File: src/source/uart_consts.svh
// UART build constants, included by the package and by every RTL file that sizes logic from them
`ifndef UART_CONSTS_SVH
`define UART_CONSTS_SVH

// Entries per FIFO, a power of two and at least 2
`define UART_FIFO_DEPTH 4

// Oversample strobes per bit period
`define UART_OVERSAMPLE 8

// Fractional divider widths
`define UART_W_DIV_INT 10
`define UART_W_DIV_FRAC 4

// FIFO level counter, wide enough to hold the full depth
`define UART_W_LEVEL ($clog2(`UART_FIFO_DEPTH) + 1)

`endif

File: src/source/uart_pkg.sv
// UART shared types, compiled before the RTL so modules can import the enums and structs
`default_nettype none
`include "uart_consts.svh"

package uart_pkg;

	typedef enum logic [3:0] {
		TX_IDLE, TX_START,
		TX_DATA0, TX_DATA1, TX_DATA2, TX_DATA3,
		TX_DATA4, TX_DATA5, TX_DATA6, TX_DATA7,
		TX_STOP
	} uart_tx_state_e;

	typedef enum logic [3:0] {
		RX_IDLE, RX_START,
		RX_DATA0, RX_DATA1, RX_DATA2, RX_DATA3,
		RX_DATA4, RX_DATA5, RX_DATA6, RX_DATA7,
		RX_STOP
	} uart_rx_state_e;

	// APB byte offsets of the registers
	typedef enum logic [15:0] {
		REG_CSR   = 16'h0000,
		REG_DIV   = 16'h0004,
		REG_FSTAT = 16'h0008,
		REG_TX    = 16'h000C,
		REG_RX    = 16'h0010
	} uart_reg_e;

	typedef struct packed {
		logic                        en;
		logic                        txie;
		logic                        rxie;
		logic                        ctsen;
		logic                        loopback;
		logic [`UART_W_DIV_INT-1:0]  div_int;
		logic [`UART_W_DIV_FRAC-1:0] div_frac;
	} uart_ctrl_t;

	typedef struct packed {
		logic [`UART_W_LEVEL-1:0] level;
		logic                     full;
		logic                     empty;
	} uart_fifo_stat_t;

endpackage

`default_nettype wire

File: src/source/uart_clkdiv_frac.sv
// Fractional baud divider, pulses the oversample enable for the TX and RX engines
`timescale 1ns/10ps
`default_nettype none
`include "uart_consts.svh"

module uart_clkdiv_frac (
	input  wire                  clk,
	input  wire                  rst_n_sync,
	input  wire uart_pkg::uart_ctrl_t ctrl_i,
	output logic                 clk_en_o
);

	logic [`UART_W_DIV_INT-1:0]  ctr_q;
	logic [`UART_W_DIV_FRAC-1:0] frac_q;
	logic [`UART_W_DIV_FRAC:0]   frac_sum;
	logic [`UART_W_DIV_INT-1:0]  reload;

	// Top bit of the sum is the fraction carry
	assign frac_sum = {1'b0, frac_q} + {1'b0, ctrl_i.div_frac};

	// Period is div_int, one cycle longer on a carry
	assign reload = ctrl_i.div_int -
		{{(`UART_W_DIV_INT-1){1'b0}}, ~frac_sum[`UART_W_DIV_FRAC]};

	assign clk_en_o = ctrl_i.en && (ctr_q == '0);

	always_ff @(posedge clk or negedge rst_n_sync) begin
		if (!rst_n_sync) begin
			ctr_q  <= '0;
			frac_q <= '0;
		end else if (!ctrl_i.en) begin
			ctr_q  <= '0;
			frac_q <= '0;
		end else if (ctr_q == '0) begin
			ctr_q  <= reload;
			frac_q <= frac_sum[`UART_W_DIV_FRAC-1:0];
		end else begin
			ctr_q <= ctr_q - 1'b1;
		end
	end

	a_no_pulse_disabled: assert property (@(posedge clk) disable iff (!rst_n_sync)
		!ctrl_i.en |-> !clk_en_o);

endmodule

`default_nettype wire

File: src/source/uart_fifo.sv
// First-word-fall-through byte FIFO, instanced once for TX and once for RX
`timescale 1ns/10ps
`default_nettype none
`include "uart_consts.svh"

module uart_fifo (
	input  wire                        clk,
	input  wire                        rst_n_sync,
	input  wire [7:0]                  wdata_i,
	input  wire                        wen_i,
	output logic [7:0]                 rdata_o,
	input  wire                        ren_i,
	output uart_pkg::uart_fifo_stat_t  stat_o
);

	localparam int W_PTR = $clog2(`UART_FIFO_DEPTH);

	logic [7:0]               mem [`UART_FIFO_DEPTH];
	logic [W_PTR-1:0]         wptr_q;
	logic [W_PTR-1:0]         rptr_q;
	logic [`UART_W_LEVEL-1:0] level_q;
	logic                     push;
	logic                     pop;

	// Push when full and pop when empty are dropped
	assign push = wen_i && !stat_o.full;
	assign pop  = ren_i && !stat_o.empty;

	assign rdata_o      = mem[rptr_q];
	assign stat_o.level = level_q;
	assign stat_o.full  = level_q == `UART_W_LEVEL'(`UART_FIFO_DEPTH);
	assign stat_o.empty = level_q == '0;

	always_ff @(posedge clk) begin
		if (push)
			mem[wptr_q] <= wdata_i;
	end

	always_ff @(posedge clk or negedge rst_n_sync) begin
		if (!rst_n_sync) begin
			wptr_q  <= '0;
			rptr_q  <= '0;
			level_q <= '0;
		end else begin
			if (push)
				wptr_q <= wptr_q + 1'b1;
			if (pop)
				rptr_q <= rptr_q + 1'b1;
			if (push && !pop)
				level_q <= level_q + 1'b1;
			else if (pop && !push)
				level_q <= level_q - 1'b1;
		end
	end

	a_level_bound: assert property (@(posedge clk) disable iff (!rst_n_sync)
		level_q <= `UART_W_LEVEL'(`UART_FIFO_DEPTH));

endmodule

`default_nettype wire

File: src/source/uart_mini.sv
// Top level of the minimal APB UART, instance this block and drive its APB slave port
`timescale 1ns/10ps
`default_nettype none

module uart_mini (
	input  wire         clk,
	input  wire         rst_n_sync,
	input  wire         psel_i,
	input  wire         penable_i,
	input  wire         pwrite_i,
	input  wire [15:0]  paddr_i,
	input  wire [31:0]  pwdata_i,
	output logic [31:0] prdata_o,
	output logic        pslverr_o,
	input  wire         rx_i,
	output logic        tx_o,
	input  wire         cts_i,
	output logic        rts_o,
	output logic        irq_o,
	output logic        dreq_o
);

	import uart_pkg::*;

	uart_ctrl_t      ctrl;
	uart_fifo_stat_t tx_stat;
	uart_fifo_stat_t rx_stat;
	logic            clk_en;
	logic            busy;
	logic            tx_wen;
	logic [7:0]      tx_wdata;
	logic            tx_ren;
	logic [7:0]      tx_rdata;
	logic            rx_wen;
	logic [7:0]      rx_wdata;
	logic            rx_ren;
	logic [7:0]      rx_rdata;

	// DMA request mirrors the interrupt
	assign dreq_o = irq_o;

	uart_regs u_regs (
		.clk        (clk),
		.rst_n_sync (rst_n_sync),
		.psel_i     (psel_i),
		.penable_i  (penable_i),
		.pwrite_i   (pwrite_i),
		.paddr_i    (paddr_i),
		.pwdata_i   (pwdata_i),
		.prdata_o   (prdata_o),
		.pslverr_o  (pslverr_o),
		.ctrl_o     (ctrl),
		.busy_i     (busy),
		.tx_stat_i  (tx_stat),
		.rx_stat_i  (rx_stat),
		.tx_wen_o   (tx_wen),
		.tx_wdata_o (tx_wdata),
		.tx_ren_i   (tx_ren),
		.rx_ren_o   (rx_ren),
		.rx_rdata_i (rx_rdata),
		.rx_wen_i   (rx_wen),
		.rts_o      (rts_o),
		.irq_o      (irq_o)
	);

	uart_clkdiv_frac u_clkdiv (
		.clk        (clk),
		.rst_n_sync (rst_n_sync),
		.ctrl_i     (ctrl),
		.clk_en_o   (clk_en)
	);

	// ==============================
	// Transmit path
	// ==============================

	uart_fifo u_tx_fifo (
		.clk        (clk),
		.rst_n_sync (rst_n_sync),
		.wdata_i    (tx_wdata),
		.wen_i      (tx_wen),
		.rdata_o    (tx_rdata),
		.ren_i      (tx_ren),
		.stat_o     (tx_stat)
	);

	uart_tx u_tx (
		.clk         (clk),
		.rst_n_sync  (rst_n_sync),
		.ctrl_i      (ctrl),
		.clk_en_i    (clk_en),
		.cts_i       (cts_i),
		.rts_i       (rts_o),
		.fifo_data_i (tx_rdata),
		.fifo_stat_i (tx_stat),
		.fifo_ren_o  (tx_ren),
		.tx_o        (tx_o),
		.busy_o      (busy)
	);

	// ==============================
	// Receive path
	// ==============================

	uart_rx u_rx (
		.clk          (clk),
		.rst_n_sync   (rst_n_sync),
		.ctrl_i       (ctrl),
		.clk_en_i     (clk_en),
		.rx_i         (rx_i),
		.tx_i         (tx_o),
		.fifo_wen_o   (rx_wen),
		.fifo_wdata_o (rx_wdata)
	);

	uart_fifo u_rx_fifo (
		.clk        (clk),
		.rst_n_sync (rst_n_sync),
		.wdata_i    (rx_wdata),
		.wen_i      (rx_wen),
		.rdata_o    (rx_rdata),
		.ren_i      (rx_ren),
		.stat_o     (rx_stat)
	);

endmodule

`default_nettype wire

File: src/source/uart_regs.sv
// APB register block of the UART with control, status, data ports, RTS and interrupt
`timescale 1ns/10ps
`default_nettype none
`include "uart_consts.svh"

module uart_regs (
	input  wire                        clk,
	input  wire                        rst_n_sync,
	input  wire                        psel_i,
	input  wire                        penable_i,
	input  wire                        pwrite_i,
	input  wire [15:0]                 paddr_i,
	input  wire [31:0]                 pwdata_i,
	output logic [31:0]                prdata_o,
	output logic                       pslverr_o,
	output uart_pkg::uart_ctrl_t       ctrl_o,
	input  wire                        busy_i,
	input  wire uart_pkg::uart_fifo_stat_t tx_stat_i,
	input  wire uart_pkg::uart_fifo_stat_t rx_stat_i,
	output logic                       tx_wen_o,
	output logic [7:0]                 tx_wdata_o,
	input  wire                        tx_ren_i,
	output logic                       rx_ren_o,
	input  wire [7:0]                  rx_rdata_i,
	input  wire                        rx_wen_i,
	output logic                       rts_o,
	output logic                       irq_o
);

	import uart_pkg::*;

	// Order is rx underflow, rx overflow, tx underflow, tx overflow
	logic [3:0] sticky_q;
	logic [3:0] sticky_set;
	logic [3:0] sticky_clr;
	logic       acc;
	logic       wr;

	// One FSTAT half, same layout for TX and RX
	function automatic logic [15:0] fstat_half(uart_fifo_stat_t s, logic ovf, logic unf);
		return {4'h0, unf, ovf, s.empty, s.full, 8'(s.level)};
	endfunction

	assign acc        = psel_i && penable_i;
	assign wr         = acc && pwrite_i;
	assign tx_wen_o   = wr && (paddr_i == REG_TX);
	assign tx_wdata_o = pwdata_i[7:0];
	assign rx_ren_o   = acc && !pwrite_i && (paddr_i == REG_RX);

	assign irq_o = (ctrl_o.txie && !tx_stat_i.full) || (ctrl_o.rxie && !rx_stat_i.empty);

	assign sticky_set = {
		rx_ren_o && rx_stat_i.empty,
		rx_wen_i && rx_stat_i.full,
		tx_ren_i && tx_stat_i.empty,
		tx_wen_o && tx_stat_i.full
	};
	assign sticky_clr = (wr && paddr_i == REG_FSTAT) ?
		{pwdata_i[27:26], pwdata_i[11:10]} : 4'h0;

	always_comb begin
		prdata_o  = '0;
		pslverr_o = 1'b0;
		if (acc) begin
			case (paddr_i)
				REG_CSR: prdata_o = {26'h0, ctrl_o.loopback, ctrl_o.ctsen,
					ctrl_o.rxie, ctrl_o.txie, busy_i, ctrl_o.en};
				REG_DIV: prdata_o = {18'h0, ctrl_o.div_int, ctrl_o.div_frac};
				REG_FSTAT: prdata_o = {fstat_half(rx_stat_i, sticky_q[2], sticky_q[3]),
					fstat_half(tx_stat_i, sticky_q[0], sticky_q[1])};
				REG_TX: prdata_o = '0;
				REG_RX: prdata_o = {24'h0, rx_rdata_i};
				default: pslverr_o = 1'b1;
			endcase
		end
	end

	always_ff @(posedge clk or negedge rst_n_sync) begin
		if (!rst_n_sync) begin
			ctrl_o   <= '0;
			sticky_q <= '0;
			rts_o    <= 1'b1;
		end else begin
			// Hardware set wins over a clear in the same cycle
			sticky_q <= (sticky_q & ~sticky_clr) | sticky_set;
			rts_o    <= rx_stat_i.level > (`UART_FIFO_DEPTH - 2);
			if (wr && paddr_i == REG_CSR) begin
				ctrl_o.en       <= pwdata_i[0];
				ctrl_o.txie     <= pwdata_i[2];
				ctrl_o.rxie     <= pwdata_i[3];
				ctrl_o.ctsen    <= pwdata_i[4];
				ctrl_o.loopback <= pwdata_i[5];
			end
			if (wr && paddr_i == REG_DIV) begin
				ctrl_o.div_frac <= pwdata_i[3:0];
				ctrl_o.div_int  <= pwdata_i[13:4];
			end
		end
	end

	// An accepted TX write is visible in the FIFO status on the next cycle
	a_tx_push_lands: assert property (@(posedge clk) disable iff (!rst_n_sync)
		tx_wen_o && !tx_stat_i.full |=> !tx_stat_i.empty);

endmodule

`default_nettype wire

File: src/source/uart_rx.sv
// UART receiver, filters the line and pushes frames with a valid stop bit into the RX FIFO
`timescale 1ns/10ps
`default_nettype none
`include "uart_consts.svh"

module uart_rx (
	input  wire                        clk,
	input  wire                        rst_n_sync,
	input  wire uart_pkg::uart_ctrl_t  ctrl_i,
	input  wire                        clk_en_i,
	input  wire                        rx_i,
	input  wire                        tx_i,
	output logic                       fifo_wen_o,
	output logic [7:0]                 fifo_wdata_o
);

	import uart_pkg::*;

	localparam int W_OVER = $clog2(`UART_OVERSAMPLE);

	uart_rx_state_e    state_q;
	logic [W_OVER-1:0] over_q;
	logic [7:0]        shifter_q;
	logic [1:0]        din_prev_q;
	logic              din_q;
	logic              din_raw;
	logic              bit_tick;

	assign din_raw      = ctrl_i.loopback ? tx_i : rx_i;
	assign bit_tick     = clk_en_i && (over_q == '0);
	assign fifo_wdata_o = shifter_q;

	// ==============================
	// Glitch filter
	// ==============================

	always_ff @(posedge clk or negedge rst_n_sync) begin
		if (!rst_n_sync) begin
			din_prev_q <= 2'b11;
			din_q      <= 1'b1;
		end else begin
			din_prev_q <= {din_prev_q[0], din_raw};
			if (&{din_prev_q, din_raw})
				din_q <= 1'b1;
			else if (~|{din_prev_q, din_raw})
				din_q <= 1'b0;
		end
	end

	// ==============================
	// Frame state machine
	// ==============================

	always_ff @(posedge clk) begin
		if (bit_tick && state_q >= RX_DATA0 && state_q <= RX_DATA7)
			shifter_q <= {din_q, shifter_q[7:1]};
	end

	always_ff @(posedge clk or negedge rst_n_sync) begin
		if (!rst_n_sync) begin
			state_q    <= RX_IDLE;
			over_q     <= '0;
			fifo_wen_o <= 1'b0;
		end else if (!ctrl_i.en) begin
			state_q    <= RX_IDLE;
			over_q     <= '0;
			fifo_wen_o <= 1'b0;
		end else begin
			fifo_wen_o <= 1'b0;
			if (clk_en_i)
				over_q <= over_q + 1'b1;
			if (bit_tick) begin
				case (state_q)
					RX_IDLE: begin
						if (din_q) begin
							over_q <= '0;
						end else begin
							// Half a bit to the middle of the start bit
							state_q <= RX_START;
							over_q  <= W_OVER'(`UART_OVERSAMPLE / 2);
						end
					end
					RX_START: begin
						// A start bit that is gone by mid-bit was a glitch
						state_q <= din_q ? RX_IDLE : RX_DATA0;
					end
					RX_STOP: begin
						fifo_wen_o <= din_q;
						state_q    <= RX_IDLE;
						over_q     <= '0;
					end
					default: begin
						state_q <= uart_rx_state_e'(state_q + 4'd1);
					end
				endcase
			end
		end
	end

endmodule

`default_nettype wire

File: src/source/uart_tx.sv
// UART transmitter, serializes bytes from the TX FIFO onto tx with CTS flow control
`timescale 1ns/10ps
`default_nettype none
`include "uart_consts.svh"

module uart_tx (
	input  wire                        clk,
	input  wire                        rst_n_sync,
	input  wire uart_pkg::uart_ctrl_t  ctrl_i,
	input  wire                        clk_en_i,
	input  wire                        cts_i,
	input  wire                        rts_i,
	input  wire [7:0]                  fifo_data_i,
	input  wire uart_pkg::uart_fifo_stat_t fifo_stat_i,
	output logic                       fifo_ren_o,
	output logic                       tx_o,
	output logic                       busy_o
);

	import uart_pkg::*;

	localparam int W_OVER = $clog2(`UART_OVERSAMPLE);

	uart_tx_state_e    state_q;
	logic [W_OVER-1:0] over_q;
	logic [7:0]        shifter_q;
	logic              bit_tick;
	logic              cts_sel;
	logic              hold;

	// Loopback routes our own RTS back as CTS
	assign cts_sel  = ctrl_i.loopback ? rts_i : cts_i;
	assign hold     = fifo_stat_i.empty || (ctrl_i.ctsen && cts_sel);
	assign bit_tick = clk_en_i && (over_q == '0);
	assign busy_o   = (state_q != TX_IDLE) || !fifo_stat_i.empty;

	// Frames start only from idle or at the end of a stop bit
	assign fifo_ren_o = bit_tick && !hold && (state_q == TX_IDLE || state_q == TX_STOP);

	always_ff @(posedge clk) begin
		if (fifo_ren_o)
			shifter_q <= fifo_data_i;
		else if (bit_tick && state_q != TX_IDLE && state_q != TX_STOP)
			shifter_q <= shifter_q >> 1;
	end

	always_ff @(posedge clk or negedge rst_n_sync) begin
		if (!rst_n_sync) begin
			state_q <= TX_IDLE;
			over_q  <= '0;
			tx_o    <= 1'b1;
		end else if (!ctrl_i.en) begin
			state_q <= TX_IDLE;
			over_q  <= '0;
			tx_o    <= 1'b1;
		end else begin
			if (clk_en_i)
				over_q <= over_q + 1'b1;
			if (bit_tick) begin
				case (state_q)
					TX_IDLE, TX_STOP: begin
						if (hold) begin
							// Park with the counter at zero so a new byte starts at once
							state_q <= TX_IDLE;
							over_q  <= '0;
						end else begin
							state_q <= TX_START;
							tx_o    <= 1'b0;
						end
					end
					TX_START: begin
						state_q <= TX_DATA0;
						tx_o    <= shifter_q[0];
					end
					TX_DATA7: begin
						state_q <= TX_STOP;
						tx_o    <= 1'b1;
					end
					default: begin
						state_q <= uart_tx_state_e'(state_q + 4'd1);
						tx_o    <= shifter_q[0];
					end
				endcase
			end
		end
	end

	a_pop_not_empty: assert property (@(posedge clk) disable iff (!rst_n_sync)
		fifo_ren_o |-> !fifo_stat_i.empty);

endmodule

`default_nettype wire

File: config.mk
export PLATFORM = sky130hd
export DESIGN_NAME = uart_mini
export DESIGN_NICKNAME = d
export VERILOG_FILES = /design/src/source/uart_pkg.sv /design/src/source/uart_clkdiv_frac.sv /design/src/source/uart_fifo.sv /design/src/source/uart_mini.sv /design/src/source/uart_regs.sv /design/src/source/uart_rx.sv /design/src/source/uart_tx.sv
export VERILOG_INCLUDE_DIRS = /design/src /design/src/source
export SDC_FILE = /design/constraint.sdc
export NUM_CORES = 1
export LEC_CHECK = 0
export BUFFER_PORTS_ARGS = -buffer_cell sky130_fd_sc_hd__clkbuf_2
export CAP_MARGIN = 10
export CORE_UTILIZATION = 40
export DETAILED_ROUTE_END_ITERATION = 8
export GPL_TIMING_DRIVEN = 0
export SLEW_MARGIN = 20
export SYNTH_ARGS = -nofsm -noshare
export SYNTH_HDL_FRONTEND = slang
export SYNTH_SLANG_ARGS = --single-unit
File: constraint.sdc
create_clock -name clk -period 4 [get_ports clk]
set_input_delay 0.6 -clock clk [delete_from_list [all_inputs] [get_ports clk]]
set_output_delay 0.6 -clock clk [all_outputs]
set_load 0.005 [all_outputs]
Yosys cells after proc, flatten, opt, wreduce, memory -nomap -nowiden
Memory sizes are Yosys's and may differ from the RTL's.
Index checks and enable logic that the tools add are counted.
Widths: inputs -> output; s select.
{"block": "classes", "addsub": 15, "mul": 0, "div": 0, "n_lt_le_gt_ge": 3, "eq_ne": 18, "shift": 0, "muxes": 49, "bitwise_logic": 4, "n_reduce_logical": 64}
{"operator": "$pmux 28 s4", "count": 1}
{"operator": "$mux 3", "count": 13}
{"operator": "$eq 16x4->1 const B", "count": 2}
{"operator": "$logic_and 1x1->1", "count": 32}
{"operator": "$mux 4", "count": 8}
{"operator": "$mux 28", "count": 1}
{"operator": "$pmux 4 s3", "count": 2}
{"operator": "$mux 10", "count": 2}
{"operator": "$mux 1", "count": 17}
{"operator": "$eq 16x3->1 const B", "count": 1}
{"operator": "$eq 16x5->1 const B", "count": 1}
{"operator": "$logic_not 16->1", "count": 1}
{"operator": "$mux 8", "count": 2}
{"operator": "$add 3x1->3 const B", "count": 4}
{"operator": "$eq 4x4->1 const B", "count": 3}
{"operator": "$logic_not 3->1", "count": 4}
{"operator": "$logic_not 1->1", "count": 10}
{"operator": "$logic_not 10->1", "count": 1}
{"operator": "$sub 10x1->10", "count": 1}
{"operator": "$sub 10x1->10 const B", "count": 1}
{"operator": "$add 2x1->2 const B", "count": 4}
{"operator": "$add 4x1->4 const B", "count": 2}
{"operator": "$eq 4x1->1 const B", "count": 2}
{"operator": "$logic_not 4->1", "count": 2}
{"operator": "other kinds (24)", "count": 36}
{"block": "totals", "reg_bits": 87, "latchBits": 0, "ram_bits": 64, "romBits": 0, "in_bits": 55, "out_inout_bits": 37, "memories": 2}
{"name": "u_rx_fifo.mem", "words": 4, "width": 8, "read_ports": 1, "rd_ports_with_merged_regs": 0, "wr": 1, "line_no": "uart_fifo.sv:18", "source": "logic [7:0] mem [`UART_FIFO_DEPTH];"}
{"name": "u_tx_fifo.mem", "words": 4, "width": 8, "read_ports": 1, "rd_ports_with_merged_regs": 0, "wr": 1, "line_no": "uart_fifo.sv:18"}

Longest topological paths before layout
Gate-level depths: netlist of run 1.
{"block": "depth", "word_depth": 10, "ltp_mapped": 12, "depth_no_buf": 11}

By module
A second synthesis of run 1 with hierarchy kept.
{"block": "hier_totals", "cells_unflattened": 590, "hier_area_um2": 7744.9}
{"module": "uart_fifo", "n_inst": 2, "cells_per_inst": 77, "area_each_um2": 1589.0, "seq_area_each_um2": 1136.1}
{"module": "uart_regs", "n_inst": 1, "cells_per_inst": 166, "area_each_um2": 1670.4, "seq_area_each_um2": 601.8}
{"module": "uart_clkdiv_frac", "n_inst": 1, "cells_per_inst": 115, "area_each_um2": 1066.0, "seq_area_each_um2": 350.3}
{"module": "uart_rx", "n_inst": 1, "cells_per_inst": 77, "area_each_um2": 915.9, "seq_area_each_um2": 519.2}
{"module": "uart_tx", "n_inst": 1, "cells_per_inst": 77, "area_each_um2": 907.1, "seq_area_each_um2": 441.7}
{"module": "uart_mini", "n_inst": 1, "cells_per_inst": 1, "area_each_um2": 7.5, "seq_area_each_um2": 0.0}

Worst setup path before layout of run 1
Ideal clock, no wire load.
{"block": "synth_timing", "kind": "input port to flip-flop", "start": "in paddr_i[11]", "end": "reg u_tx_fifo.level_q[2]", "arrival_time_ns": 3.199, "required_time_ns": 3.921, "path_slack_ns": 0.722, "stages": 10, "path_buffers": 1, "path_cell_list": "or4_4 buf_6 or4b_4 nor4_4 ha_1 inv_1 fa_1 xor2_1 nor2_1 xor2_1"}
{"block": "synth_via", "elab_chain_len": 6, "word_cells_on_any_way": 8, "cone_classes": "1 x eq/ne; 1 x mux; 6 x reduce/logical"}
{"item": "from (decl)", "line_no": "uart_mini.sv:11", "source": "input wire [15:0] paddr_i,"}
{"item": "$eq 16x4->1 *", "line_no": "uart_regs.sv:46", "source": "assign tx_wen_o = wr && (paddr_i == REG_TX);"}
{"item": "$logic_and 1x1->1 *", "line_no": "uart_regs.sv:46"}
{"item": "$logic_and 1x1->1 *", "line_no": "uart_fifo.sv:26", "source": "assign push = wen_i && !stat_o.full;"}
{"item": "net u_tx_fifo.push", "line_no": "uart_fifo.sv:22", "source": "logic push;"}
{"item": "$logic_not 1->1", "line_no": "uart_fifo.sv:51", "source": "else if (pop && !push)"}
{"item": "$logic_and 1x1->1", "line_no": "uart_fifo.sv:51"}
{"item": "$reduce_bool 2->1 (no line)"}
{"item": "to (signal assigned)", "line_no": "uart_fifo.sv:50", "source": "level_q <= level_q + 1'b1;"}
{"item": "to (signal assigned)", "line_no": "uart_fifo.sv:52", "source": "level_q <= level_q - 1'b1;"}
{"item": "to (decl)", "line_no": "uart_fifo.sv:21", "source": "logic [`UART_W_LEVEL-1:0] level_q;"}
The timed path passes the listed nets; every way through them passes the cells marked *.
A chain may end at the register's enable or synchronous reset.

Final worst setup path of run 1
{"block": "layout_timing", "start": "in paddr_i[7]", "end": "out prdata_o[11]"}
{"block": "layout_via", "elab_chain_len": 3, "word_cells_on_any_way": 6, "cone_classes": "3 x eq/ne; 2 x mux; 1 x reduce/logical"}
{"item": "$eq 16x5->1, or another cell as far along", "line_no": "uart_regs.sv:65", "source": "case (paddr_i)"}
{"item": "$pmux 28 s4 *", "line_no": "uart_regs.sv:65"}
{"item": "$mux 28 *", "line_no": "uart_regs.sv:64", "source": "if (acc) begin"}
{"item": "to (decl)", "line_no": "uart_mini.sv:13", "source": "output logic [31:0] prdata_o,"}
Every way passes the cells marked *; elsewhere a longest branch is shown, timed or not.

==> run metrics, run 1 <==
outcome=finished, final reports clean; number of cell rows=approximately 50; first-pass GRT wire length=around 28 mm; Sink Count=151; worst setup path startpoint=paddr_i[7]; most common cell after layout, fill and taps aside=edfxtp_1; die width=about 140 µm; Avg Cell Area, Syn=around 13 µm²; worst r2r src=u_tx.state_q[0]; most frequent cells in the layout=80 x edfxtp_1, 66 x dfrtp_1, 63 x clkbuf_2; Rel. slew slack=27.83%; Fillers=1632; post-route ant nets=0; Vias=around 5100; drt wl/cell=18.53 µm; RePlAce Congestion=0.8650; final setup vio count=0; crit start category=input port; htree depth=4; synthesized flop and latch total=about 150; Pre-antenna DRT Iters=5; worst min-delay path class=input port to asynchronous set/reset pin; cell mode on critical path=clkbuf_2; Clk Latency, worst-skew pair=between 0.4 and 0.5 ns; starting density of the core=41.41%; Sw Share=roughly 22%; Post-DP HPWL=around 13 mm; postcts setup bufs=0; CTS Buf Count=17; vias in the first global route=about 5200; Synth async-reset ratio=47.02%; Final Max Slew Viols=0; Cell Pwr Density=approximately 370 mW/mm²; Clock Tree Buf Depth=2; RSZ-0062 raised after global routing=no; antenna violations before repair=0; pre-CTS setup slack=between 0.3 and 0.4 ns; Post-synth top flop=edfxtp_1; worst slew pin tran=around 1.1 ns; share of power burned in registers=roughly 50%; Final Critical Period=approximately 3.6 ns; slowest CP cell=nor4_1; layout cell share with drive strength beyond 1=about a quarter; Period Utilization, post-route=between 80% and 90%; drt total wl=roughly 17 mm; top post-synthesis cells by area=edfxtp_1 32%, dfrtp_1 22%, ha_1 5.1%; internal power=0.002558 W; Leakage=~3.6 nW; Clock Power Share=47.8%; root buf cell=clkbuf_16; Die H=~140 µm; area post-placement=between 0.008 and 0.009 mm²; crit path max fanout=10; CP Class=input port to output port; Fmax=approximately 0.28 GHz; Fin Setup TNS=0 ns; final clock skew=around 0.011 ns; number of max-cap violations=0; Synth cell types=between 60 and 70; Logic pwr share=under 10%; GRT Total Usage=18.96%; Setup WS post-layout=between 0.4 and 0.5 ns; largest net degree at the start of global routing=50; Switching Power=around 0.00074 W; DRC=0; Worst setup EP type=output port; DRT iter0 DRCs=282; number of diodes=0; die area=between 0.015 and 0.02 mm²; Layout area overhead=16.75%; total number of yosys warnings=0; drt via density=between 5 and 6; worst-path cell chain=clkbuf_2, or4_1, nor4_1, nand3_1, clkbuf_1, a21oi_1, clkbuf_2; cell area after layout=~0.0088 mm²; grt ovf=0; Synth top area share=between 30% and 40%; hold buffers post-CTS=0; io pins=92; clk slew on worst S/H paths=roughly 0.06 ns; Power, Total=0.003301 W; total core area=approximately 0.018 mm²; Hold Fails Final Rpt=0; Required @ worst endpoint=~3.4 ns; Mapped Area=between 0.007 and 0.008 mm²; Mapped Cells=~600; Seq/Total Area, Yosys=between 50% and 60%; Slowest Stage Delay on Critical Path=between 0.6 and 0.7 ns; nets@finish=between 700 and 800; IR drop worst, VDD=261.6 µV; cell taking the most area after synthesis=edfxtp_1; CTS tree=yes; number of flops mapped to enable cells by yosys=80; worst endpoint data arrival time=2.96 ns; port buffer count=63
## cell type report
class,instances,area (µm²),area share (%)
clock buffer,18,439.2,4.972
inverter,29,108.9,1.232
buffer,41,212.7,2.408
multi-input combinational,388,3113,35.25
sequential,151,4185,47.39
clock inverter,14,141.4,1.601
timing repair buffer,64,345.3,3.910
tap,229,286.5,3.244
## Yosys cell counts (6+ instances only)
master     n
buf_4     13
clkbuf_1  20
mux2_2    34
nand4_1    7
ha_1      31
a21oi_1   28
a32oi_1    6
edfxtp_1  80
and2_1    10
mux4_2    16
dfrtp_1   66
inv_1     29
nor2_1    25
o21ai_0   18
nor4_1     6
xor2_1    12
xnor2_1   13
nand3_1   32
and3_1    15
nor3_1    13
nand2_1   26
mux2i_1    7
## metrics by stage
step                util [%]  hold slack [ns]  instances
finish                 48.34           0.1064        934
global route           48.34           0.1239        934
CTS                    48.28           0.1157        934
detailed placement     45.10           0.3620        902
global placement       44.90           0.3572        901
floorplan                  -           0.3044        609
## layer usage
layer	up-vias	routed length, µm	track usage [%]
met5	-	0	0
met4	0	123	4.912
met3	11	811	4.783
met2	129	8553	31.13
met1	2549	7822	25.03
li1	2402	-	-
## sequential cells by signal, summed over array words and instances (netlist names), 4 cells and up
signal and count:
u_regs.sticky_q 4, u_tx.shifter_q 8, u_rx_fifo.mem 32, u_clkdiv.frac_q 4, u_rx.state_q 4, u_clkdiv.ctr_q 10
u_regs.ctrl_o 19, u_tx_fifo.mem 32, u_tx.state_q 4, u_rx.fifo_wdata_o 8
## path summary, 6_finish.rpt
check                                       end  slack [ns]  cells past startpoint
max                                prdata_o[11]        0.44                      7
min                             u_tx.state_q[1]        0.11                      1
max reg2reg                u_tx_fifo.level_q[1]        0.55                      9
min reg2reg                  u_rx.din_prev_q[1]        0.37                      0
max in group asynchronous          u_regs.rts_o        3.27                      2
min in group clk             u_rx.din_prev_q[1]        0.37                      0
## power by group through the flow
stage	logic [W]	clock network [W]	registers [W]
2_1_floorplan	0.0000308	0	0.00167
3_3_place_gp	0.0000793	0	0.00167
3_5_place_dp	0.0000855	0	0.00167
4_1_cts	0.0000860	0.00160	0.00164
5_1_grt	0.0000954	0.00168	0.00164
6_report	0.0000848	0.00158	0.00164
## logic make-up after synthesis
kind of cell / after synthesis / synth area share, %
AND/OR/NAND/NOR: 169 / 12.64
flip-flops: 151 / 55.33
adder cells (fa/ha/maj): 34 / 5.921
multiplexers: 58 / 10.95
other: 1 / 0.04957
AO/OA/AOI/OAI: 91 / 7.972
buffers and inverters: 70 / 4.251
XOR/XNOR: 25 / 2.894
## timing repair
| action | 4_1_cts | 5_1_grt |
|---|---|---|
| hold endpoints to repair | 0 | 0 |
| gates resized for setup | 0 | 1 |
| setup endpoints to repair | 0 | 1 |
## critical path: cells and delay by family
family | cells | cell delay (ns)
AO/OA/AOI/OAI | 1 | 0.30
buffers and inverters | 3 | 0.55
AND/OR/NAND/NOR | 3 | 1.50
No activity file was read; power rests on OpenSTA's default activity.
==> run 2, diff against run 1 <==
CORE_UTILIZATION = 44   (was 40)
==> run 2 against run 1 <==
  * Setup slack better by 0.066 ns
  * Clock-buffer cell count unchanged
  * Sequential cell count unchanged
  * First-iteration DRC count up 15%
  * Critical endpoint is now prdata_o[6]
  * Clock power up 3%
  * Critical path type unchanged
  * Global-route usage up 1.6 points
==> run metrics, run 2 (same netlist as run 1, synthesis figures left out) <==
Vias=5122 (+0.61%); Sink Count=151 (unchanged); Final Critical Period=3.491 ns (-0.06615 ns); GRT Total Usage=20.54% (+1.6 points); root buf cell=clkbuf_16; DRC=0 (unchanged); Fillers=1452 (-11%); CTS Buf Count=17 (unchanged); fin util=52.91% (+4.6 points); worst slew pin tran=1.010 ns (-0.06380 ns); Clock Power Share=48.4% (+0.6 points); total core area=0.01670 mm² (-8.6%); vias in the first global route=5102 (-1.1%); htree depth=4 (unchanged); IR drop worst, VDD=339.0 µV (+30%); die area=0.01772 mm² (-9.0%); post-route ant nets=0 (unchanged); Logic pwr share=2.6% (about the same); postcts setup bufs=0 (unchanged); port buffer count=63 (unchanged); slowest CP cell=nor4_1; Post-DP HPWL=12.58 mm (-0.92%); Pre-antenna DRT Iters=5 (unchanged); Clock Tree Buf Depth=2 (unchanged); flop-to-flop setup slack=0.53 ns (-0.02 ns); final clock skew=0.007528 ns (-0.003759 ns); Leakage=3.598 nW (+0.27%); Clk Latency, worst-skew pair=0.43 ns (about the same); number of diodes=0 (unchanged); Required @ worst endpoint=3.40 ns (about the same); worst r2r src=u_clkdiv.ctr_q[5]; Fmax=0.2864 GHz (+1.9%); Fin Setup TNS=0 ns (unchanged); cell mode on critical path=clkbuf_2; final setup vio count=0 (unchanged); Die H=133.1 µm (-4.6%); Cell Pwr Density=377.9 mW/mm² (+1.1%); most frequent cells in the layout=80 x edfxtp_1, 66 x dfrtp_1, 63 x clkbuf_2; RSZ-0062 raised after global routing=no; Final Max Slew Viols=0 (unchanged); cell area after layout=0.008837 mm² (about the same); top flop regs=u_rx_fifo.mem: 32 flops, u_tx_fifo.mem: 32 flops, u_regs.ctrl_o: 19 flops; largest net degree at the start of global routing=42 (-16%); worst endpoint data arrival time=2.89 ns (-0.07 ns); Layout area overhead=16.82% (about the same); RePlAce Congestion=0.8536 (-1.3%); starting density of the core=45.30% (+3.9 points); drt wl/cell=18.33 µm (-1.1%); drt total wl=16.97 mm (-2.0%); Slowest Stage Delay on Critical Path=0.57 ns (-0.07 ns); die width=133.1 µm (-4.6%); crit path max fanout=10 (unchanged); Rel. slew slack=32.12% (+4.3 points); io pins=92 (unchanged); Hold Fails Final Rpt=0 (unchanged); most common cell after layout, fill and taps aside=edfxtp_1; Period Utilization, post-route=87.29% (-1.7 points); worst min-delay path class=input port to asynchronous set/reset pin; Multi-input gate area=0.003107 mm² (-0.20%); CTS tree=yes; Switching Power=0.0007338 W (-1.2%); internal power=0.002606 W (+1.9%); nets@finish=782 (+0.13%); grt ovf=0 (unchanged); worst hold slack=0.1610 ns (+0.05469 ns); Sw Share=21.97% (-0.53 points); worst setup path startpoint=paddr_i[11]; worst-path cell chain=clkbuf_2, or4_4, buf_6, nor4_1, clkbuf_1, nand3_1, a21oi_1, clkbuf_2; DRT iter0 DRCs=324 (+15%); layout cell share with drive strength beyond 1=25.64% (-0.32 points); share of power burned in registers=49.0% (-0.6 points); crit start category=input port; first-pass GRT wire length=27.19 mm (-2.6%); area post-placement=0.008237 mm² (about the same); number of max-cap violations=0 (unchanged); Worst setup EP type=output port; outcome=finished, final reports clean; drt via density=5.531 (+1.5%); antenna violations before repair=0 (unchanged); number of cell rows=47 (-4.1%); CP Class=input port to output port; Storage cell area=0.004185 mm² (unchanged); clk slew on worst S/H paths=0.06 ns (about the same)
[run 2: power by group through the flow]
stage | clock, W | combinational, W | sequential (W)
after floorplan | 0 | 0.0000308 | 0.00167
after global placement | 0 | 0.0000806 | 0.00167
after detailed placement | 0 | 0.0000863 | 0.00167
after CTS | 0.00164 | 0.0000866 | 0.00164
after global routing | 0.00171 | 0.0000959 | 0.00164
final | 0.00162 | 0.0000855 | 0.00164
[run 2: path summary, 6_finish.rpt]
check | endpoint | cells after the start
max | prdata_o[6] | 8
min | u_tx.state_q[2] | 1
max reg2reg | u_tx_fifo.level_q[1] | 8
min reg2reg | u_rx.din_prev_q[1] | 0
max in group asynchronous | u_rx.din_prev_q[0] | 2
min in group clk | u_rx.din_prev_q[1] | 0
[run 2: cell type report]
| class | instances | area share, % |
|---|---|---|
| multi-input cells | 388 | 35.16 |
| clock buffers | 18 | 4.856 |
| well taps | 220 | 3.115 |
| plain buffers | 41 | 2.407 |
| inverters | 29 | 1.232 |
| flip-flops and latches | 151 | 47.36 |
| repair buffers | 65 | 3.993 |
| clock inverters | 14 | 1.883 |
[run 2: what timing repair did]
| action | 4_1_cts | 5_1_grt |
|---|---|---|
| setup endpoints to repair | 0 | 1 |
| resized for setup | 0 | 1 |
| hold buffers | 0 | 0 |
[run 2: routing by layer]
layer	global-route usage (%)	part of all wire, %	vias up
met5	0	0	-
met1	26.03	43	2554
met2	34.38	50	143
met4	6.881	1.6	0
li1	-	-	2403
met3	5.251	5.6	22
[run 2: per-stage QoR]
stage / setup WS, ns / instances / power [W]
global placement: 0.3509 / 892 / 0.001750
global route: 0.2389 / 926 / 0.003440
floorplan: 0.7218 / 609 / 0.001700
finish: 0.5085 / 926 / 0.003340
CTS: 0.2971 / 926 / 0.003369
detailed placement: 0.3003 / 894 / 0.001755
[run 2: critical path, delay by kind of cell]
family | cells | cell delay [ns]
and+or+nand+nor | 3 | 1.22
AOI/OAI and AO/OA | 1 | 0.27
buffers and inverters | 4 | 0.79
